<file path="config.mk">
export PLATFORM = sky130hd
export DESIGN_NAME = cpu
export DESIGN_NICKNAME = d
export VERILOG_FILES = /design/src/lc3b_types.sv /design/src/alu.sv /design/src/regfile.sv /design/src/datapath.sv /design/src/control.sv /design/src/cpu.sv
export VERILOG_INCLUDE_DIRS = /design/src
export SDC_FILE = /design/constraint.sdc
export NUM_CORES = 1
export LEC_CHECK = 0
export BUFFER_PORTS_ARGS = -buffer_cell sky130_fd_sc_hd__buf_2
export CAP_MARGIN = 0
export CORE_MARGIN = 2
export CORE_UTILIZATION = 60
export CTS_CLUSTER_SIZE = 40
export DETAILED_ROUTE_END_ITERATION = 10
export HOLD_SLACK_MARGIN = 0.08
export PLACE_DENSITY = 0.79
export SYNTH_ARGS = -nofsm -noshare
export SYNTH_HDL_FRONTEND = slang
export SYNTH_SLANG_ARGS = --single-unit
</file>
<file path="constraint.sdc">
create_clock -name clk -period 6.4 [get_ports clk]
set_input_delay 1.28 -clock clk [delete_from_list [all_inputs] [get_ports clk]]
set_output_delay 1.28 -clock clk [all_outputs]
set_load 0.005 [all_outputs]
</file>
<file path="src/lc3b_macros.svh">
`ifndef LC3B_MACROS_SVH
`define LC3B_MACROS_SVH

// PC value taken on reset.
`define LC3B_RESET_PC 16'h0000

// Number of general purpose registers.
`define LC3B_NUM_REGS 8

// Cycles a memory request may be held before it counts as lost.
`define LC3B_MEM_TIMEOUT 64

`endif

</file>
<file path="src/lc3b_types.sv">
package lc3b_types;

typedef logic [15:0] lc3b_word;
typedef logic [2:0]  lc3b_reg;
typedef logic [3:0]  lc3b_imm4;
typedef logic [4:0]  lc3b_imm5;
typedef logic [5:0]  lc3b_offset6;
typedef logic [8:0]  lc3b_offset9;
typedef logic [2:0]  lc3b_nzp;

typedef enum logic [3:0] {
    op_br   = 4'b0000,
    op_add  = 4'b0001,
    op_ldb  = 4'b0010,
    op_stb  = 4'b0011,
    op_jsr  = 4'b0100,
    op_and  = 4'b0101,
    op_ldr  = 4'b0110,
    op_str  = 4'b0111,
    op_rti  = 4'b1000,
    op_not  = 4'b1001,
    op_ldi  = 4'b1010,
    op_sti  = 4'b1011,
    op_jmp  = 4'b1100,
    op_shf  = 4'b1101,
    op_lea  = 4'b1110,
    op_trap = 4'b1111
} lc3b_opcode;

typedef enum logic [2:0] {
    alu_add,
    alu_and,
    alu_not,
    alu_sll,
    alu_srl,
    alu_sra
} lc3b_aluop;

typedef enum logic [3:0] {
    fetch1, fetch2, fetch3, decode, alu, lea, br, br_taken,
    jmp, calc_addr, ldr1, ldr2, str1, str2
} lc3b_state;

typedef struct packed {
    logic       load_pc;
    logic       load_ir;
    logic       load_regfile;
    logic       load_mar;
    logic       load_mdr;
    logic       load_cc;
    logic [1:0] pcmux_sel;
    logic       storemux_sel;
    logic [2:0] alumux_sel;
    logic [1:0] regfilemux_sel;
    logic       marmux_sel;
    logic       mdrmux_sel;
    lc3b_aluop  aluop;
} lc3b_ctrl;

endpackage : lc3b_types

</file>
<file path="src/alu.sv">
`timescale 1ns/1ns

module alu (
    input  lc3b_types::lc3b_aluop aluop,
    input  lc3b_types::lc3b_word  a,
    input  lc3b_types::lc3b_word  b,
    output lc3b_types::lc3b_word  f
);
    import lc3b_types::*;

    logic [3:0] shamt;

    // Shifts use only the low four bits of the operand.
    assign shamt = b[3:0];

    always_comb begin
        case (aluop)
            alu_add: f = a + b;
            alu_and: f = a & b;
            alu_not: f = ~a;
            alu_sll: f = a << shamt;
            alu_srl: f = a >> shamt;
            alu_sra: f = lc3b_word'($signed(a) >>> shamt);
            default: f = a + b;
        endcase
    end

endmodule : alu

</file>
<file path="src/regfile.sv">
`timescale 1ns/1ns
`include "lc3b_macros.svh"

module regfile (
    input  logic                 clk,
    input  logic                 reset,
    input  logic                 load,
    input  lc3b_types::lc3b_word in,
    input  lc3b_types::lc3b_reg  src_a,
    input  lc3b_types::lc3b_reg  src_b,
    input  lc3b_types::lc3b_reg  dest,
    output lc3b_types::lc3b_word reg_a,
    output lc3b_types::lc3b_word reg_b
);
    import lc3b_types::*;

    lc3b_word regs [`LC3B_NUM_REGS];

    always_ff @(posedge clk) begin
        if (reset) begin
            for (int i = 0; i < `LC3B_NUM_REGS; i++) begin
                regs[i] <= '0;
            end
        end else if (load) begin
            regs[dest] <= in;
        end
    end

    // No write bypass; a read sees the value stored before the edge.
    assign reg_a = regs[src_a];
    assign reg_b = regs[src_b];

endmodule : regfile

</file>
<file path="src/datapath.sv">
`timescale 1ns/1ns
`include "lc3b_macros.svh"

module datapath (
    input  logic                   clk,
    input  logic                   reset,
    input  lc3b_types::lc3b_ctrl   ctrl,
    input  lc3b_types::lc3b_word   mem_rdata,
    output lc3b_types::lc3b_word   mem_address,
    output lc3b_types::lc3b_word   mem_wdata,
    output lc3b_types::lc3b_opcode opcode,
    output logic                   inst4,
    output logic                   inst5,
    output logic                   branch_enable
);
    import lc3b_types::*;

    lc3b_word    pc;
    lc3b_word    ir;
    lc3b_word    mar;
    lc3b_word    mdr;
    lc3b_nzp     cc;
    lc3b_nzp     gencc_out;

    lc3b_reg     dest;
    lc3b_reg     sr1;
    lc3b_reg     sr2;
    lc3b_reg     storemux_out;
    lc3b_imm4    imm4;
    lc3b_imm5    imm5;
    lc3b_offset6 offset6;
    lc3b_offset9 offset9;

    lc3b_word    sr1_out;
    lc3b_word    sr2_out;
    lc3b_word    pc_plus2;
    lc3b_word    adj6_out;
    lc3b_word    adj9_out;
    lc3b_word    bradd_out;
    lc3b_word    pcmux_out;
    lc3b_word    alumux_out;
    lc3b_word    alu_out;
    lc3b_word    regfilemux_out;
    lc3b_word    marmux_out;
    lc3b_word    mdrmux_out;

    // Instruction field decode.
    assign opcode  = lc3b_opcode'(ir[15:12]);
    assign dest    = ir[11:9];
    assign sr1     = ir[8:6];
    assign sr2     = ir[2:0];
    assign inst4   = ir[4];
    assign inst5   = ir[5];
    assign imm4    = ir[3:0];
    assign imm5    = ir[4:0];
    assign offset6 = ir[5:0];
    assign offset9 = ir[8:0];

    // Word offsets become byte offsets.
    assign adj6_out  = {{9{offset6[5]}}, offset6, 1'b0};
    assign adj9_out  = {{6{offset9[8]}}, offset9, 1'b0};
    assign pc_plus2  = pc + 16'd2;
    assign bradd_out = pc + adj9_out;

    // STR reads its source through the dest field.
    assign storemux_out = ctrl.storemux_sel ? dest : sr1;

    always_comb begin
        case (ctrl.pcmux_sel)
            2'd1:    pcmux_out = bradd_out;
            2'd2:    pcmux_out = sr1_out;
            default: pcmux_out = pc_plus2;
        endcase
        case (ctrl.alumux_sel)
            3'd1:    alumux_out = {{11{imm5[4]}}, imm5};
            3'd2:    alumux_out = adj6_out;
            3'd3:    alumux_out = {12'd0, imm4};
            default: alumux_out = sr2_out;
        endcase
        case (ctrl.regfilemux_sel)
            2'd1:    regfilemux_out = mdr;
            2'd2:    regfilemux_out = bradd_out;
            default: regfilemux_out = alu_out;
        endcase
    end

    assign marmux_out = ctrl.marmux_sel ? pc : alu_out;
    assign mdrmux_out = ctrl.mdrmux_sel ? mem_rdata : sr1_out;

    regfile u_regfile (
        .clk   (clk),
        .reset (reset),
        .load  (ctrl.load_regfile),
        .in    (regfilemux_out),
        .src_a (storemux_out),
        .src_b (sr2),
        .dest  (dest),
        .reg_a (sr1_out),
        .reg_b (sr2_out)
    );

    alu u_alu (
        .aluop (ctrl.aluop),
        .a     (sr1_out),
        .b     (alumux_out),
        .f     (alu_out)
    );

    assign gencc_out[2] = regfilemux_out[15];
    assign gencc_out[1] = (regfilemux_out == 16'd0);
    assign gencc_out[0] = ~regfilemux_out[15] & (regfilemux_out != 16'd0);

    always_ff @(posedge clk) begin
        if (reset) begin
            pc <= `LC3B_RESET_PC;
            cc <= '0;
        end else begin
            if (ctrl.load_pc) pc <= pcmux_out;
            if (ctrl.load_cc) cc <= gencc_out;
        end
    end

    always_ff @(posedge clk) begin
        if (ctrl.load_ir)  ir  <= mdr;
        if (ctrl.load_mar) mar <= marmux_out;
        if (ctrl.load_mdr) mdr <= mdrmux_out;
    end

    // The nzp mask of a BR sits in the dest field.
    assign branch_enable = |(dest & cc);

    assign mem_address = mar;
    assign mem_wdata   = mdr;

    // IR copies MDR, so MDR must be settled when IR loads.
    assert property (@(posedge clk) disable iff (reset) !(ctrl.load_ir && ctrl.load_mdr))
        else $error("load_ir and load_mdr high in the same cycle");

endmodule : datapath

</file>
<file path="src/control.sv">
`timescale 1ns/1ns
`include "lc3b_macros.svh"

module control (
    input  logic                   clk,
    input  logic                   reset,
    input  lc3b_types::lc3b_opcode opcode,
    input  logic                   inst4,
    input  logic                   inst5,
    input  logic                   branch_enable,
    input  logic                   mem_resp,
    output lc3b_types::lc3b_ctrl   ctrl,
    output logic                   mem_read,
    output logic                   mem_write
);
    import lc3b_types::*;

    lc3b_state state;
    lc3b_state next_state;

    logic [$clog2(`LC3B_MEM_TIMEOUT):0] wait_count;

    always_comb begin
        ctrl       = '0;
        mem_read   = 1'b0;
        mem_write  = 1'b0;
        next_state = state;
        case (state)
            fetch1: begin
                ctrl.marmux_sel = 1'b1;
                ctrl.load_mar   = 1'b1;
                ctrl.load_pc    = 1'b1;
                next_state      = fetch2;
            end
            fetch2: begin
                mem_read        = 1'b1;
                ctrl.mdrmux_sel = 1'b1;
                ctrl.load_mdr   = mem_resp;
                if (mem_resp) next_state = fetch3;
            end
            fetch3: begin
                ctrl.load_ir = 1'b1;
                next_state   = decode;
            end
            decode: begin
                case (opcode)
                    op_add, op_and, op_not, op_shf: next_state = alu;
                    op_lea:                         next_state = lea;
                    op_br:                          next_state = br;
                    op_jmp:                         next_state = jmp;
                    op_ldr, op_str:                 next_state = calc_addr;
                    default:                        next_state = fetch1;
                endcase
            end
            alu: begin
                ctrl.load_regfile = 1'b1;
                ctrl.load_cc      = 1'b1;
                case (opcode)
                    op_and: begin
                        ctrl.aluop      = alu_and;
                        ctrl.alumux_sel = inst5 ? 3'd1 : 3'd0;
                    end
                    op_not: ctrl.aluop = alu_not;
                    op_shf: begin
                        ctrl.alumux_sel = 3'd3;
                        if (!inst4)
                            ctrl.aluop = alu_sll;
                        else
                            ctrl.aluop = inst5 ? alu_sra : alu_srl;
                    end
                    default: begin
                        ctrl.aluop      = alu_add;
                        ctrl.alumux_sel = inst5 ? 3'd1 : 3'd0;
                    end
                endcase
                next_state = fetch1;
            end
            lea: begin
                ctrl.regfilemux_sel = 2'd2;
                ctrl.load_regfile   = 1'b1;
                next_state          = fetch1;
            end
            br: next_state = branch_enable ? br_taken : fetch1;
            br_taken: begin
                ctrl.pcmux_sel = 2'd1;
                ctrl.load_pc   = 1'b1;
                next_state     = fetch1;
            end
            jmp: begin
                ctrl.pcmux_sel = 2'd2;
                ctrl.load_pc   = 1'b1;
                next_state     = fetch1;
            end
            calc_addr: begin
                ctrl.alumux_sel = 3'd2;
                ctrl.aluop      = alu_add;
                ctrl.load_mar   = 1'b1;
                next_state      = (opcode == op_ldr) ? ldr1 : str1;
            end
            ldr1: begin
                mem_read        = 1'b1;
                ctrl.mdrmux_sel = 1'b1;
                ctrl.load_mdr   = mem_resp;
                if (mem_resp) next_state = ldr2;
            end
            ldr2: begin
                ctrl.regfilemux_sel = 2'd1;
                ctrl.load_regfile   = 1'b1;
                ctrl.load_cc        = 1'b1;
                next_state          = fetch1;
            end
            str1: begin
                ctrl.storemux_sel = 1'b1;
                ctrl.load_mdr     = 1'b1;
                next_state        = str2;
            end
            str2: begin
                mem_write = 1'b1;
                if (mem_resp) next_state = fetch1;
            end
            default: next_state = fetch1;
        endcase
    end

    always_ff @(posedge clk) begin
        if (reset)
            state <= fetch1;
        else
            state <= next_state;
    end

    // Cycles the current request has waited without a response.
    always_ff @(posedge clk) begin
        if (reset || mem_resp || !(mem_read || mem_write))
            wait_count <= '0;
        else
            wait_count <= wait_count + 1'b1;
    end

    assert property (@(posedge clk) disable iff (reset) !(mem_read && mem_write))
        else $error("mem_read and mem_write high together");
    assert property (@(posedge clk) disable iff (reset) mem_read && !mem_resp |=> mem_read)
        else $error("mem_read dropped before mem_resp");
    assert property (@(posedge clk) disable iff (reset) mem_write && !mem_resp |=> mem_write)
        else $error("mem_write dropped before mem_resp");
    assert property (@(posedge clk) disable iff (reset)
        (mem_read || mem_write) |-> wait_count < `LC3B_MEM_TIMEOUT)
        else $error("memory request held without mem_resp");

endmodule : control

</file>
<file path="src/cpu.sv">
`timescale 1ns/1ns

module cpu (
    input  logic                 clk,
    input  logic                 reset,
    input  lc3b_types::lc3b_word mem_rdata,
    input  logic                 mem_resp,
    output lc3b_types::lc3b_word mem_address,
    output lc3b_types::lc3b_word mem_wdata,
    output logic                 mem_read,
    output logic                 mem_write
);
    import lc3b_types::*;

    lc3b_ctrl   ctrl;
    lc3b_opcode opcode;
    logic       inst4;
    logic       inst5;
    logic       branch_enable;

    control u_control (
        .clk           (clk),
        .reset         (reset),
        .opcode        (opcode),
        .inst4         (inst4),
        .inst5         (inst5),
        .branch_enable (branch_enable),
        .mem_resp      (mem_resp),
        .ctrl          (ctrl),
        .mem_read      (mem_read),
        .mem_write     (mem_write)
    );

    datapath u_datapath (
        .clk           (clk),
        .reset         (reset),
        .ctrl          (ctrl),
        .mem_rdata     (mem_rdata),
        .mem_address   (mem_address),
        .mem_wdata     (mem_wdata),
        .opcode        (opcode),
        .inst4         (inst4),
        .inst5         (inst5),
        .branch_enable (branch_enable)
    );

endmodule : cpu

</file>
== Yosys cells after proc, flatten, opt, wreduce, memory -nomap -nowiden ==
Memory sizes are Yosys's and may differ from the RTL's. A register that Yosys moved wholly into a read port is not among the register bits.
Index checks and enable logic that the tools add are counted.
W data, S select, Z words.

* Flip-flop bits (word level): 71
* RAM bits: 128
* Memory bits (read-only): 64
* Logic and storage cells: 104
* Memories: 2

* Add/subtract/negate cells: 3
* Equal/unequal tests: 32
* Shifts and indexed selects: 3
* Multiplexer cells: 42
* Bitwise gates (word level): 5
* Reduce and logical (&&, ||, !) cells: 11

{| class="wikitable"
|+ Memory list
! name !! depth !! width !! rd ports !! clocked after memory_dff !! write ports !! line !! source
|-
| u_datapath.u_regfile.regs || 8 || 16 || 2 || 1 || 8 || regfile.sv:17 || <nowiki>lc3b_word regs [`LC3B_NUM_REGS];</nowiki>
|-
| (no name shown) || 16 || 4 || 1 || 1 || 0 || control.sv:46 || <nowiki>case (opcode)</nowiki>
|}

{| class="wikitable"
|+ Operators with widths
! cell !! number
|-
| $pmux W16 S5 || 1
|-
| $pmux W16 S2 || 2
|-
| $mux W16 || 3
|-
| $pmux W16 S3 || 1
|-
| $pmux W4 S9 || 1
|-
| $add A16 B16 Y16 || 2
|-
| $eq A4 B4 Y1 const B || 8
|-
| $eq A4 B3 Y1 const B || 6
|-
| $mux W3 || 7
|-
| $mux W1 || 17
|-
| $add A16 B2 Y16 const B || 1
|-
| $and A16 B16 Y16 || 1
|-
| $logic_not A16 Y1 || 1
|-
| $mux W4 || 4
|-
| $not A16 Y16 || 1
|-
| $reduce_bool A16 Y1 || 1
|-
| $reduce_or A16 Y1 || 1
|-
| $shl A16 B4 Y16 || 1
|-
| $shr A16 B4 Y16 || 1
|-
| $sshr A16 B4 Y16 || 1
|-
| $eq A3 B2 Y1 const B || 4
|-
| $pmux W3 S2 || 2
|-
| $pmux W3 S3 || 1
|-
| $reduce_or A3 Y1 || 3
|-
| 15 further kinds || 25
|}

== Depth between registers and ports, before layout ==
Gate-level depths: netlist of run 1.

* Depth in word-level cells: 10
* Mapped depth: 25
* Mapped depth without buffers: 21

== Hierarchy ==
A second synthesis of run 1 with hierarchy kept.

* Cells, all modules: 1,357
* Area total of the unflattened synthesis: 14,874.3 um^2

{| class="wikitable"
|+ Modules (own cells, without submodules)
! module !! times used !! cells an instance !! area each (um^2) !! seq. area each (um^2)
|-
| regfile || 1 || 430 || 6,916.6 || 3,843.7
|-
| datapath || 1 || 463 || 4,420.5 || 1,821.7
|-
| alu || 1 || 350 || 2,785.2 || 0.0
|-
| control || 1 || 114 || 752.0 || 80.1
|}

== Worst setup path before layout of run 1 ==
OpenSTA, ideal clock, no wires.

* Path kind: flip-flop to flip-flop
* Start point: register u_control.state[2]
* End point: register u_datapath.cc[0]
* Arrival time: 4.936 ns
* Data required time: 6.283 ns
* Path slack: 1.346 ns
* Cell stages (with the launch flop): 24
* Buffers on the path: 3
* Clock period less this slack: 5.054 ns
* Path through: dfxtp_1 and4bb_1 buf_4 mux2i_1 buf_6 buf_8 mux2_1 o22ai_1 a221o_1 inv_2 ha_1 fa_1 a211oi_1 o21bai_1 o2bb2ai_1 o21ai_0 xor2_1 a22oi_1 o211ai_2 o41ai_4 o211ai_1 nor4_1 nand4b_1 a32o_1

* Cells in the longest elaborated chain, start to end: 9
* Elaborated cells on any way between the ends: 35

{| class="wikitable"
|+ Ends and longest elaborated chain
! what !! line !! source
|-
| from (decl) || control.sv:18 || <nowiki>lc3b_state state;</nowiki>
|-
| from (signal assigned) || control.sv:127 || <nowiki>state <= fetch1;</nowiki>
|-
| from (signal assigned) || control.sv:129 || <nowiki>state <= next_state;</nowiki>
|-
| $eq A4 B4 Y1 / $eq A4 B3 Y1 (equally long branches) || control.sv:28 || <nowiki>case (state)</nowiki>
|-
| $mux W1 / $pmux W3 S2 (equally long branches) || control.sv:28 ||
|-
| $mux W3, or another cell as far along || datapath.sv:66 || <nowiki>assign storemux_out = ctrl.storemux_sel ? dest : sr1;</nowiki>
|-
| $mem_v2 Z8 W16 / $pmux W16 S3 (equally long branches) || - ||
|-
| $add A16 B16 Y16, or another cell as far along || alu.sv:18, alu.sv:24 ||
|-
| $pmux W16 S5 || alu.sv:17 || <nowiki>case (aluop)</nowiki>
|-
| $pmux W16 S2 || datapath.sv:80 || <nowiki>case (ctrl.regfilemux_sel)</nowiki>
|-
| $reduce_bool A16 Y1 / $not A1 Y1 (equally long branches) || datapath.sv:111 || <nowiki>assign gencc_out[0] = ~regfilemux_out[15] & (regfilemux_out != 16'd0);</nowiki>
|-
| $and A1 B1 Y1 || datapath.sv:111 ||
|-
| to (signal assigned) || datapath.sv:119 || <nowiki>if (ctrl.load_cc) cc <= gencc_out;</nowiki>
|-
| to (decl) || datapath.sv:22 || <nowiki>lc3b_nzp cc;</nowiki>
|}

Several ways; a longest one is shown, not always the timed one.
A chain may end at the register's enable or synchronous reset.

== Final worst setup path of run 1 ==
* Start point: register u_control.state[1]
* End point: register u_datapath.cc[0]

The elaborated chain is that of the path after synthesis.

==> results of run 1 <==
-- per-layer routing --
layer / up-vias / GRT usage [%] / part of all wire, %
met5: - / 0 / 0
met4: 0 / 24.1 / 6.9
met3: 284 / 12.6 / 15
met2: 1349 / 67.7 / 42
met1: 6770 / 62.0 / 36
li1: 5908 / - / -
-- power by group through the flow --
stage               Sequential (mW)  Clock, mW  Combinational (mW)
floorplan                      1.67          0                1.37
global route                   1.69       1.45                2.41
finish                         1.69       1.42                2.32
global placement               1.70          0                2.19
detailed placement             1.71          0                2.19
CTS                            1.68       1.41                2.22
-- worst max path at each step --
stage	to	slack (ns)	from
CTS	u_datapath.cc[0]	0.49	u_control.state[1]
detailed placement	u_datapath.cc[0]	0.51	u_control.state[1]
global placement	u_datapath.cc[0]	0.54	u_control.state[1]
global route	u_datapath.cc[0]	0.09	u_control.state[1]
floorplan	u_datapath.cc[0]	1.35	u_control.state[2]
finish	u_datapath.cc[0]	0.33	u_control.state[1]
-- sequential cells by signal (all words and copies together), names as in the netlist, named ones only --
signal,flops
u_control.state,4
u_datapath.cc,3
u_datapath.ir,16
u_datapath.mem_address,16
u_datapath.mem_wdata,16
u_datapath.pc,16
u_datapath.u_regfile.regs,128
-- layout make-up --
type,count,area (µm²),share of cell area (%)
flip-flops and latches,206,5890,36.4
inverters,43,164,1.01
repair buffers,113,731,4.51
well taps,324,405,2.50
clock buffers,25,583,3.60
multi-input cells,1178,8200,50.6
clock inverters,17,218,1.34
diodes,1,2.50,0.0155
-- logic make-up (layout without fill, tap and decap cells) --
family	Yosys count	after routing	synth area share, %
buffers and inverters	153	198	4.73
adder cells (fa/ha/maj)	43	43	3.75
XOR/XNOR	23	23	1.37
flip-flops	206	206	39.9
AO/OA/AOI/OAI	468	468	21.8
other	0	1	0
multiplexers	145	145	12.9
AND/OR/NAND/NOR	499	499	15.4
-- synthesized netlist by cell type, drive strengths merged, types with 5 or more instances --
library cell	n
nor2	204
o31ai	8
a21oi	104
nor2b	25
mux2i	80
ha	41
a22o	6
o21ai	101
xor2	10
o21a	11
nor3	31
dfxtp	30
o211ai	18
mux2	32
or3	6
a22oi	28
nor3b	5
mux4	33
clkbuf	72
o221ai	11
a221o	17
edfxtp	176
a211oi	21
a221oi	14
a31oi	11
o21bai	7
inv	43
nand2b	22
and3	8
a21o	15
o22ai	33
and2	6
xnor2	13
nand2	128
a311oi	5
nand3	36
a21boi	10
buf	38
-- metrics by stage --
| step | hold slack [ns] | cell area (µm²) | utilization, % | total power [mW] |
|---|---|---|---|---|
| floorplan | 0.443 | 14700 | - | 3.05 |
| detailed placement | 0.494 | 15400 | 63.4 | 3.90 |
| CTS | 0.517 | 16200 | 66.7 | 5.31 |
| finish | 0.530 | 16200 | 66.8 | 5.43 |
| global placement | 0.504 | 15400 | 63.4 | 3.89 |
| global route | 0.542 | 16200 | 66.7 | 5.55 |
-- worst min-delay path: stages (launching register included) --
cell                      delay (ns)
sky130_fd_sc_hd__dfxtp_1        0.31
sky130_fd_sc_hd__a22oi_1        0.06
sky130_fd_sc_hd__nor2_1         0.12
==> impl_table.tex, run 1 <==
\begin{tabular}{lr}
\hline
Metric & Value \\
\hline
\multicolumn{2}{l}{\textbf{Outcome}} \\
Run status & finished clean \\
\multicolumn{2}{l}{\textbf{CTS}} \\
Number of buffers inserted during clock tree synthesis & 23 \\
Clock transition at the registers of the reported paths & roughly 0.07 ns \\
Clock tree from TritonCTS & done \\
Number of buffers inserted by post-CTS setup repair & 0 \\
Clock root buffer master & sky130\_fd\_sc\_hd\_\_clkbuf\_16 \\
Clock net sink count & 206 \\
Maximum level of the CTS H-tree & 1 \\
Max clock buf depth & 3 \\
Worst-skew pair later-pin latency & $\sim$0.55 ns \\
CTS-repair resized insts & 0 \\
Quantity of hold-fixing buffers added after cts & 0 \\
\multicolumn{2}{l}{\textbf{Floorplanning}} \\
X dimension of the die & approximately 160 µm \\
Die outline area & around 0.026 mm² \\
Rows & 57 \\
Floorplan core area & roughly 0.024 mm² \\
Initial Utilization & about three fifths \\
I/O pin count & 53 \\
Floorplan die height & approximately 160 µm \\
\multicolumn{2}{l}{\textbf{Cells and area}} \\
Number of nets in the final layout & between 1500 and 2000 \\
Layout overhead on the synthesized area & 9.81\% \\
Proportion of layout cells with a drive suffix above 1 & between 10\% and 20\% \\
Non-filler instance count after layout & 1907 \\
Most frequent cells in the layout & sky130\_fd\_sc\_hd\_\_nor2\_1, sky130\_fd\_sc\_hd\_\_edfxtp\_1, sky130\_fd\_sc\_hd\_\_nand2\_1 \\
Most common cell after layout, fill and taps aside & sky130\_fd\_sc\_hd\_\_nor2\_1 \\
Fillcell total & around 1900 \\
\multicolumn{2}{l}{\textbf{Logic synthesis}} \\
Post-synth EDFFs & between 150 and 200 \\
Count of state elements after synthesis & 206 \\
Total of warnings raised by yosys & 0 \\
Synth Cell Area & 0.0147 mm² \\
Number of instances in the synthesized netlist & roughly 1500 \\
Sequential cell area fraction in the yosys report & between 30 and 40\% \\
Mean instance size in the synthesized netlist & about 9.6 µm² \\
Share of the synthesized area in the top cell type & $\sim$36\% \\
Yosys cell types & 94 \\
Share of async-settable or async-resettable flops after synthesis & 0\% \\
Net count after synthesis & between 1500 and 2000 \\
Synth area leaders & sky130\_fd\_sc\_hd\_\_edfxtp\_1, sky130\_fd\_sc\_hd\_\_mux2i\_1, sky130\_fd\_sc\_hd\_\_nor2\_1, sky130\_fd\_sc\_hd\_\_mux4\_2, sky130\_fd\_sc\_hd\_\_dfxtp\_1 \\
Leading area contributor after synthesis & sky130\_fd\_sc\_hd\_\_edfxtp\_1 \\
Leading register cell type out of synthesis & sky130\_fd\_sc\_hd\_\_edfxtp\_1 \\
\multicolumn{2}{l}{\textbf{Setup path}} \\
FF-to-FF End & u\_datapath.cc[0] \\
CP max stage delay & approximately 0.50 ns \\
Count of buffering cells on the critical path with inverters included & 2 \\
Critical path required time & slightly below 7 ns \\
Worst reg2reg setup slack & between 0.3 and 0.4 ns \\
Cell with the most instances on the worst path & sky130\_fd\_sc\_hd\_\_o22ai\_1 \\
Source of the worst register-to-register timing path & u\_control.state[1] \\
Kind of end point of the critical path & flop \\
Type of the worst setup path & flop to flop \\
Critical Path AT & 6.51 ns \\
Cells along the critical path & and4bb\_2 -> mux2i\_4 -> buf\_12 -> mux2\_1 -> o22ai\_1 -> a221o\_2 -> inv\_1 -> ha\_1 -> a21o\_1 -> a21oi\_1 -> o21ai\_0 -> o211a\_1 -> o31a\_1 -> or2\_2 -> xnor2\_1 -> o22ai\_1 -> o31ai\_4 -> o2111ai\_1 -> nor4\_1 -> nand4b\_1 -> a32o\_1 \\
CP max stage cell & sky130\_fd\_sc\_hd\_\_nor4\_1 \\
Top Family by Delay on Critical Path & compound AO/OA/AOI/OAI gates \\
Number of cells on the critical path & 21 \\
Startpoint Class & flop \\
Critical path peak fanout & 62 \\
Number of cells on the worst reg-to-reg path & 21 \\
\multicolumn{2}{l}{\textbf{Global route}} \\
Pin count of the biggest net entering global routing & 63 \\
GRT Total Usage & between 40 and 50\% \\
Antenna violations before repair & 1 \\
Total global routing overflow & 0 \\
First-pass GRT wire length & 87.5 mm \\
Vias in the first global route & 13500 \\
\multicolumn{2}{l}{\textbf{STA}} \\
Worst clock skew & between 0.015 and 0.02 ns \\
Setup repair after global routing missed its margin & false \\
Worst-Margin Slew & 1.25 ns \\
Minimum clock period after layout & between 6 and 7 ns \\
Share of the cycle needed by the critical path after routing & a little over nine tenths \\
Worst slew slack as a fraction of its limit & 16.6\% \\
Achievable clock frequency & 0.165 GHz \\
Slew Viols, Final & 0 \\
Final WS setup & about 0.33 ns \\
Setup violators final & 0 \\
Total negative slack for setup checks & 0 ns \\
Final hold violations & 0 \\
\multicolumn{2}{l}{\textbf{Detailed routing}} \\
Via-per-instance ratio & roughly 7.5 \\
Detailed-routing iteration count for the pre-antenna-repair pass & 7 \\
Violation count after the first detailed-routing iteration & between 2000 and 3000 \\
Total number of vias & about 14000 \\
Wirelength, routed & roughly 60 mm \\
Number of antenna-violating nets in the routed design & 0 \\
DRC viols & 0 \\
DR WL/cell & 31.5 µm \\
\multicolumn{2}{l}{\textbf{Power and ir drop}} \\
Cell Int Power & about 3.2 mW \\
Sequential Power Share & a little under a third \\
Switch Pwr & around 2.2 mW \\
Maximum VDD drop & approximately 0.26 mV \\
PD cells & $\sim$340 mW/mm² \\
Power share of the clock group & roughly a quarter \\
Cell leakage power & just over 6 nW \\
Sw Ratio & approximately two fifths \\
Part of the power in combinational logic & $\sim$43\% \\
\multicolumn{2}{l}{\textbf{Placement}} \\
HPWL after detailed placement & between 40 and 50 mm \\
Last weighted congestion value of the routability-driven placer & between 1 and 1.5 \\
Setup slack after placement & slightly above 0.5 ns \\
Total placed cells including tap cells & between 1500 and 2000 \\
Port Buffers & 52 \\
\multicolumn{2}{l}{\textbf{Hold path}} \\
Cell depth of the worst hold path & 2 \\
Worst min-delay path category & flop to flop \\
Endpoint, Worst Hold & u\_control.state[3] \\
\multicolumn{2}{l}{\textbf{Run}} \\
Count of max-cap constraint violations & 0 \\
\hline
\end{tabular}
(Power assumes the default switching activity.)
==> run 2, diff against run 1 <==
Settings changed: CORE_ASPECT_RATIO set to 0.9, GPL_TIMING_DRIVEN set to 0.
==> run 2 against run 1 <==
  * The run now ends with design-rule violations left
  * Non-clock buffer count rose by 53
  * Final area grew 0.26%
  * Core utilization is 0.34 points higher
  * Clock-buffer cell count shrank 1
  * Sequential power is essentially flat
  * First-iteration DRC count rose by 5.7%
  * Register-to-register slack got worse by 0.30 ns
  * Clock power shrank 11%
  * Clock skew is 0.012 ns higher
  * Total power shrank 2.3%
  * Worst hold slack got worse by 0.051 ns
  * Wire length rose by 0.18%
==> impl_table.tex, run 2 (synthesis results as in run 1) <==
\begin{tabular}{lr}
\hline
Metric & Value \\
\hline
\multicolumn{2}{l}{\textbf{Floorplanning}} \\
Die outline area & $\sim$0.026 mm² \\
Initial Utilization & 60.9\% \\
X dimension of the die & between 150 and 200 µm \\
Floorplan core area & 0.0242 mm² \\
Rows & between 50 and 60 \\
Floorplan die height & about 150 µm \\
I/O pin count & 53 \\
\multicolumn{2}{l}{\textbf{Global route}} \\
Pin count of the biggest net entering global routing & 17 \\
GRT Total Usage & a little under half \\
Total global routing overflow & 0 \\
Antenna violations before repair & 0 \\
Vias in the first global route & about 14000 \\
First-pass GRT wire length & approximately 88 mm \\
\multicolumn{2}{l}{\textbf{STA}} \\
Achievable clock frequency & 0.157 GHz \\
Worst slew slack as a fraction of its limit & between 15 and 20\% \\
Setup repair after global routing missed its margin & false \\
Final hold violations & 0 \\
Share of the cycle needed by the critical path after routing & approximately 100\% \\
Minimum clock period after layout & approximately 6.4 ns \\
Worst clock skew & slightly below 0.03 ns \\
Worst-Margin Slew & between 1 and 1.5 ns \\
Final Hold Slack & roughly 0.48 ns \\
Setup violators final & 0 \\
Slew Viols, Final & 0 \\
Final WS setup & 0.0298 ns \\
\multicolumn{2}{l}{\textbf{Detailed routing}} \\
Violation count after the first detailed-routing iteration & 2747 \\
Total number of vias & about 15000 \\
DRC viols & 1 \\
Via-per-instance ratio & about 7.6 \\
Wirelength, routed & approximately 60 mm \\
Detailed-routing iteration count for the pre-antenna-repair pass & 11 \\
DR WL/cell & slightly above 30 µm \\
Number of antenna-violating nets in the routed design & 0 \\
\multicolumn{2}{l}{\textbf{Cells and area}} \\
Top reg by flops & u\_datapath.u\_regfile.regs \\
Most frequent cells in the layout & sky130\_fd\_sc\_hd\_\_nor2\_1, sky130\_fd\_sc\_hd\_\_edfxtp\_1, sky130\_fd\_sc\_hd\_\_nand2\_1 \\
Fillcell total & between 1500 and 2000 \\
Number of flip-flops in the largest register & 128 \\
Number of nets in the final layout & about 1700 \\
Proportion of layout cells with a drive suffix above 1 & a little over an eighth \\
Layout overhead on the synthesized area & 10.1\% \\
Final instance area & between 0.015 and 0.02 mm² \\
Most common cell after layout, fill and taps aside & sky130\_fd\_sc\_hd\_\_nor2\_1 \\
\multicolumn{2}{l}{\textbf{Hold path}} \\
Cell depth of the worst hold path & 2 \\
Endpoint, Worst Hold & u\_control.state[3] \\
Worst min-delay path category & flop to flop \\
\multicolumn{2}{l}{\textbf{Setup path}} \\
Worst reg2reg setup slack & slightly below 0.03 ns \\
Kind of end point of the critical path & flop \\
Number of cells on the worst reg-to-reg path & 22 \\
Type of the worst setup path & flop to flop \\
Critical path required time & between 6 and 7 ns \\
Source of the worst register-to-register timing path & u\_control.state[2] \\
Critical path peak fanout & 10 \\
Startpoint Class & flop \\
Critical Path AT & approximately 6.8 ns \\
FF-to-FF End & u\_datapath.cc[0] \\
\multicolumn{2}{l}{\textbf{CTS}} \\
Clock net sink count & about 210 \\
Max clock buf depth & 3 \\
Maximum level of the CTS H-tree & 1 \\
Number of buffers inserted during clock tree synthesis & 22 \\
Quantity of hold-fixing buffers added after cts & 0 \\
Clock tree from TritonCTS & done \\
Worst-skew pair later-pin latency & roughly 0.55 ns \\
Clock transition at the registers of the reported paths & 0.06 ns \\
Clock root buffer master & sky130\_fd\_sc\_hd\_\_clkbuf\_16 \\
\multicolumn{2}{l}{\textbf{Outcome}} \\
Violated checks & design-rule violations \\
Run status & complete, but fails checks \\
\multicolumn{2}{l}{\textbf{Power and ir drop}} \\
Maximum VDD drop & approximately 0.27 mV \\
PD cells & roughly 330 mW/mm² \\
Total design power & around 5.3 mW \\
Cell leakage power & approximately 6.1 nW \\
\multicolumn{2}{l}{\textbf{Run}} \\
Count of max-cap constraint violations & 0 \\
\multicolumn{2}{l}{\textbf{Placement}} \\
Placed Instance Area & between 0.015 and 0.02 mm² \\
Port Buffers & 52 \\
HPWL after detailed placement & roughly 45 mm \\
Setup slack after placement & -0.657 ns \\
Last weighted congestion value of the routability-driven placer & approximately 1.1 \\
\hline
\end{tabular}
[run 2: metal layers]
| layer | global-route usage [%] | part of all wire (%) |
|---|---|---|
| met1 | 60.2 | 35 |
| met2 | 67.4 | 42 |
| met3 | 14.0 | 16 |
| met4 | 27.1 | 7.6 |
| met5 | 0 | 0 |
[run 2: how the worst max path moves through the flow]
stage	start	to	slack, ns	cells after the start
after floorplan	u_control.state[2]	u_datapath.cc[0]	1.35	23
after global placement	u_control.state[2]	u_datapath.cc[0]	-0.63	23
after detailed placement	u_control.state[2]	u_datapath.cc[0]	-0.66	23
after CTS	flop	u_datapath.cc[0]	0.03	18
after global routing	u_control.state[1]	u_datapath.cc[0]	0.03	22
final	u_control.state[2]	u_datapath.cc[0]	0.03	22
[run 2: cell type report]
cell class	instances	area (µm²)	area share, %
diodes	2	5.00	0.0308
clock inverters	15	150	0.925
well taps	308	385	2.37
plain buffers	107	524	3.23
inverters	43	164	1.01
flip-flops and latches	206	5890	36.3
repair buffers	59	320	1.97
clock buffers	24	558	3.44
multi-input cells	1178	8240	50.8
[run 2: worst max-delay path: stages, from the launching register on]
cell                        delay [ns]
sky130_fd_sc_hd__dfxtp_1          0.45
sky130_fd_sc_hd__and4bb_1         0.29
sky130_fd_sc_hd__buf_4            0.17
sky130_fd_sc_hd__mux2_2           0.38
sky130_fd_sc_hd__nor2_2           0.42
sky130_fd_sc_hd__buf_2            0.44
sky130_fd_sc_hd__a221o_2          0.34
sky130_fd_sc_hd__inv_2            0.16
sky130_fd_sc_hd__ha_1             0.27
sky130_fd_sc_hd__fa_1             0.50
sky130_fd_sc_hd__a211oi_2         0.23
sky130_fd_sc_hd__o21bai_1         0.15
sky130_fd_sc_hd__o2bb2ai_1        0.26
sky130_fd_sc_hd__o21ai_0          0.19
sky130_fd_sc_hd__nand3_1          0.12
sky130_fd_sc_hd__nand2_1          0.09
sky130_fd_sc_hd__a31oi_1          0.23
sky130_fd_sc_hd__mux2i_1          0.18
sky130_fd_sc_hd__a211oi_2         0.40
sky130_fd_sc_hd__a21o_4           0.30
sky130_fd_sc_hd__nand2_1          0.06
sky130_fd_sc_hd__nand4b_1         0.31
sky130_fd_sc_hd__a32o_1           0.31
[run 2: report_power, final]
group | internal, mW | switching [mW]
clock network | 0.714 | 0.554
registers | 1.60 | 0.0796
logic | 0.734 | 1.62
total | 3.05 | 2.26
[run 2: stage by stage]
step	setup TNS, ns	utilization, %	instances
floorplan	0	-	1537
CTS	0	66.8	1937
global placement	-2.66	63.6	1897
detailed placement	-3.01	63.8	1900
finish	0	67.1	1942
global route	0	67.1	1940
[run 2: repair_timing]
| action | in CTS | in global routing |
|---|---|---|
| pin swaps | 1 | 1 |
| resized for setup | 5 | 14 |
| buffers inserted | 1 | 3 |
| setup endpoints to repair | 10 | 18 |
| cloned | 0 | 0 |
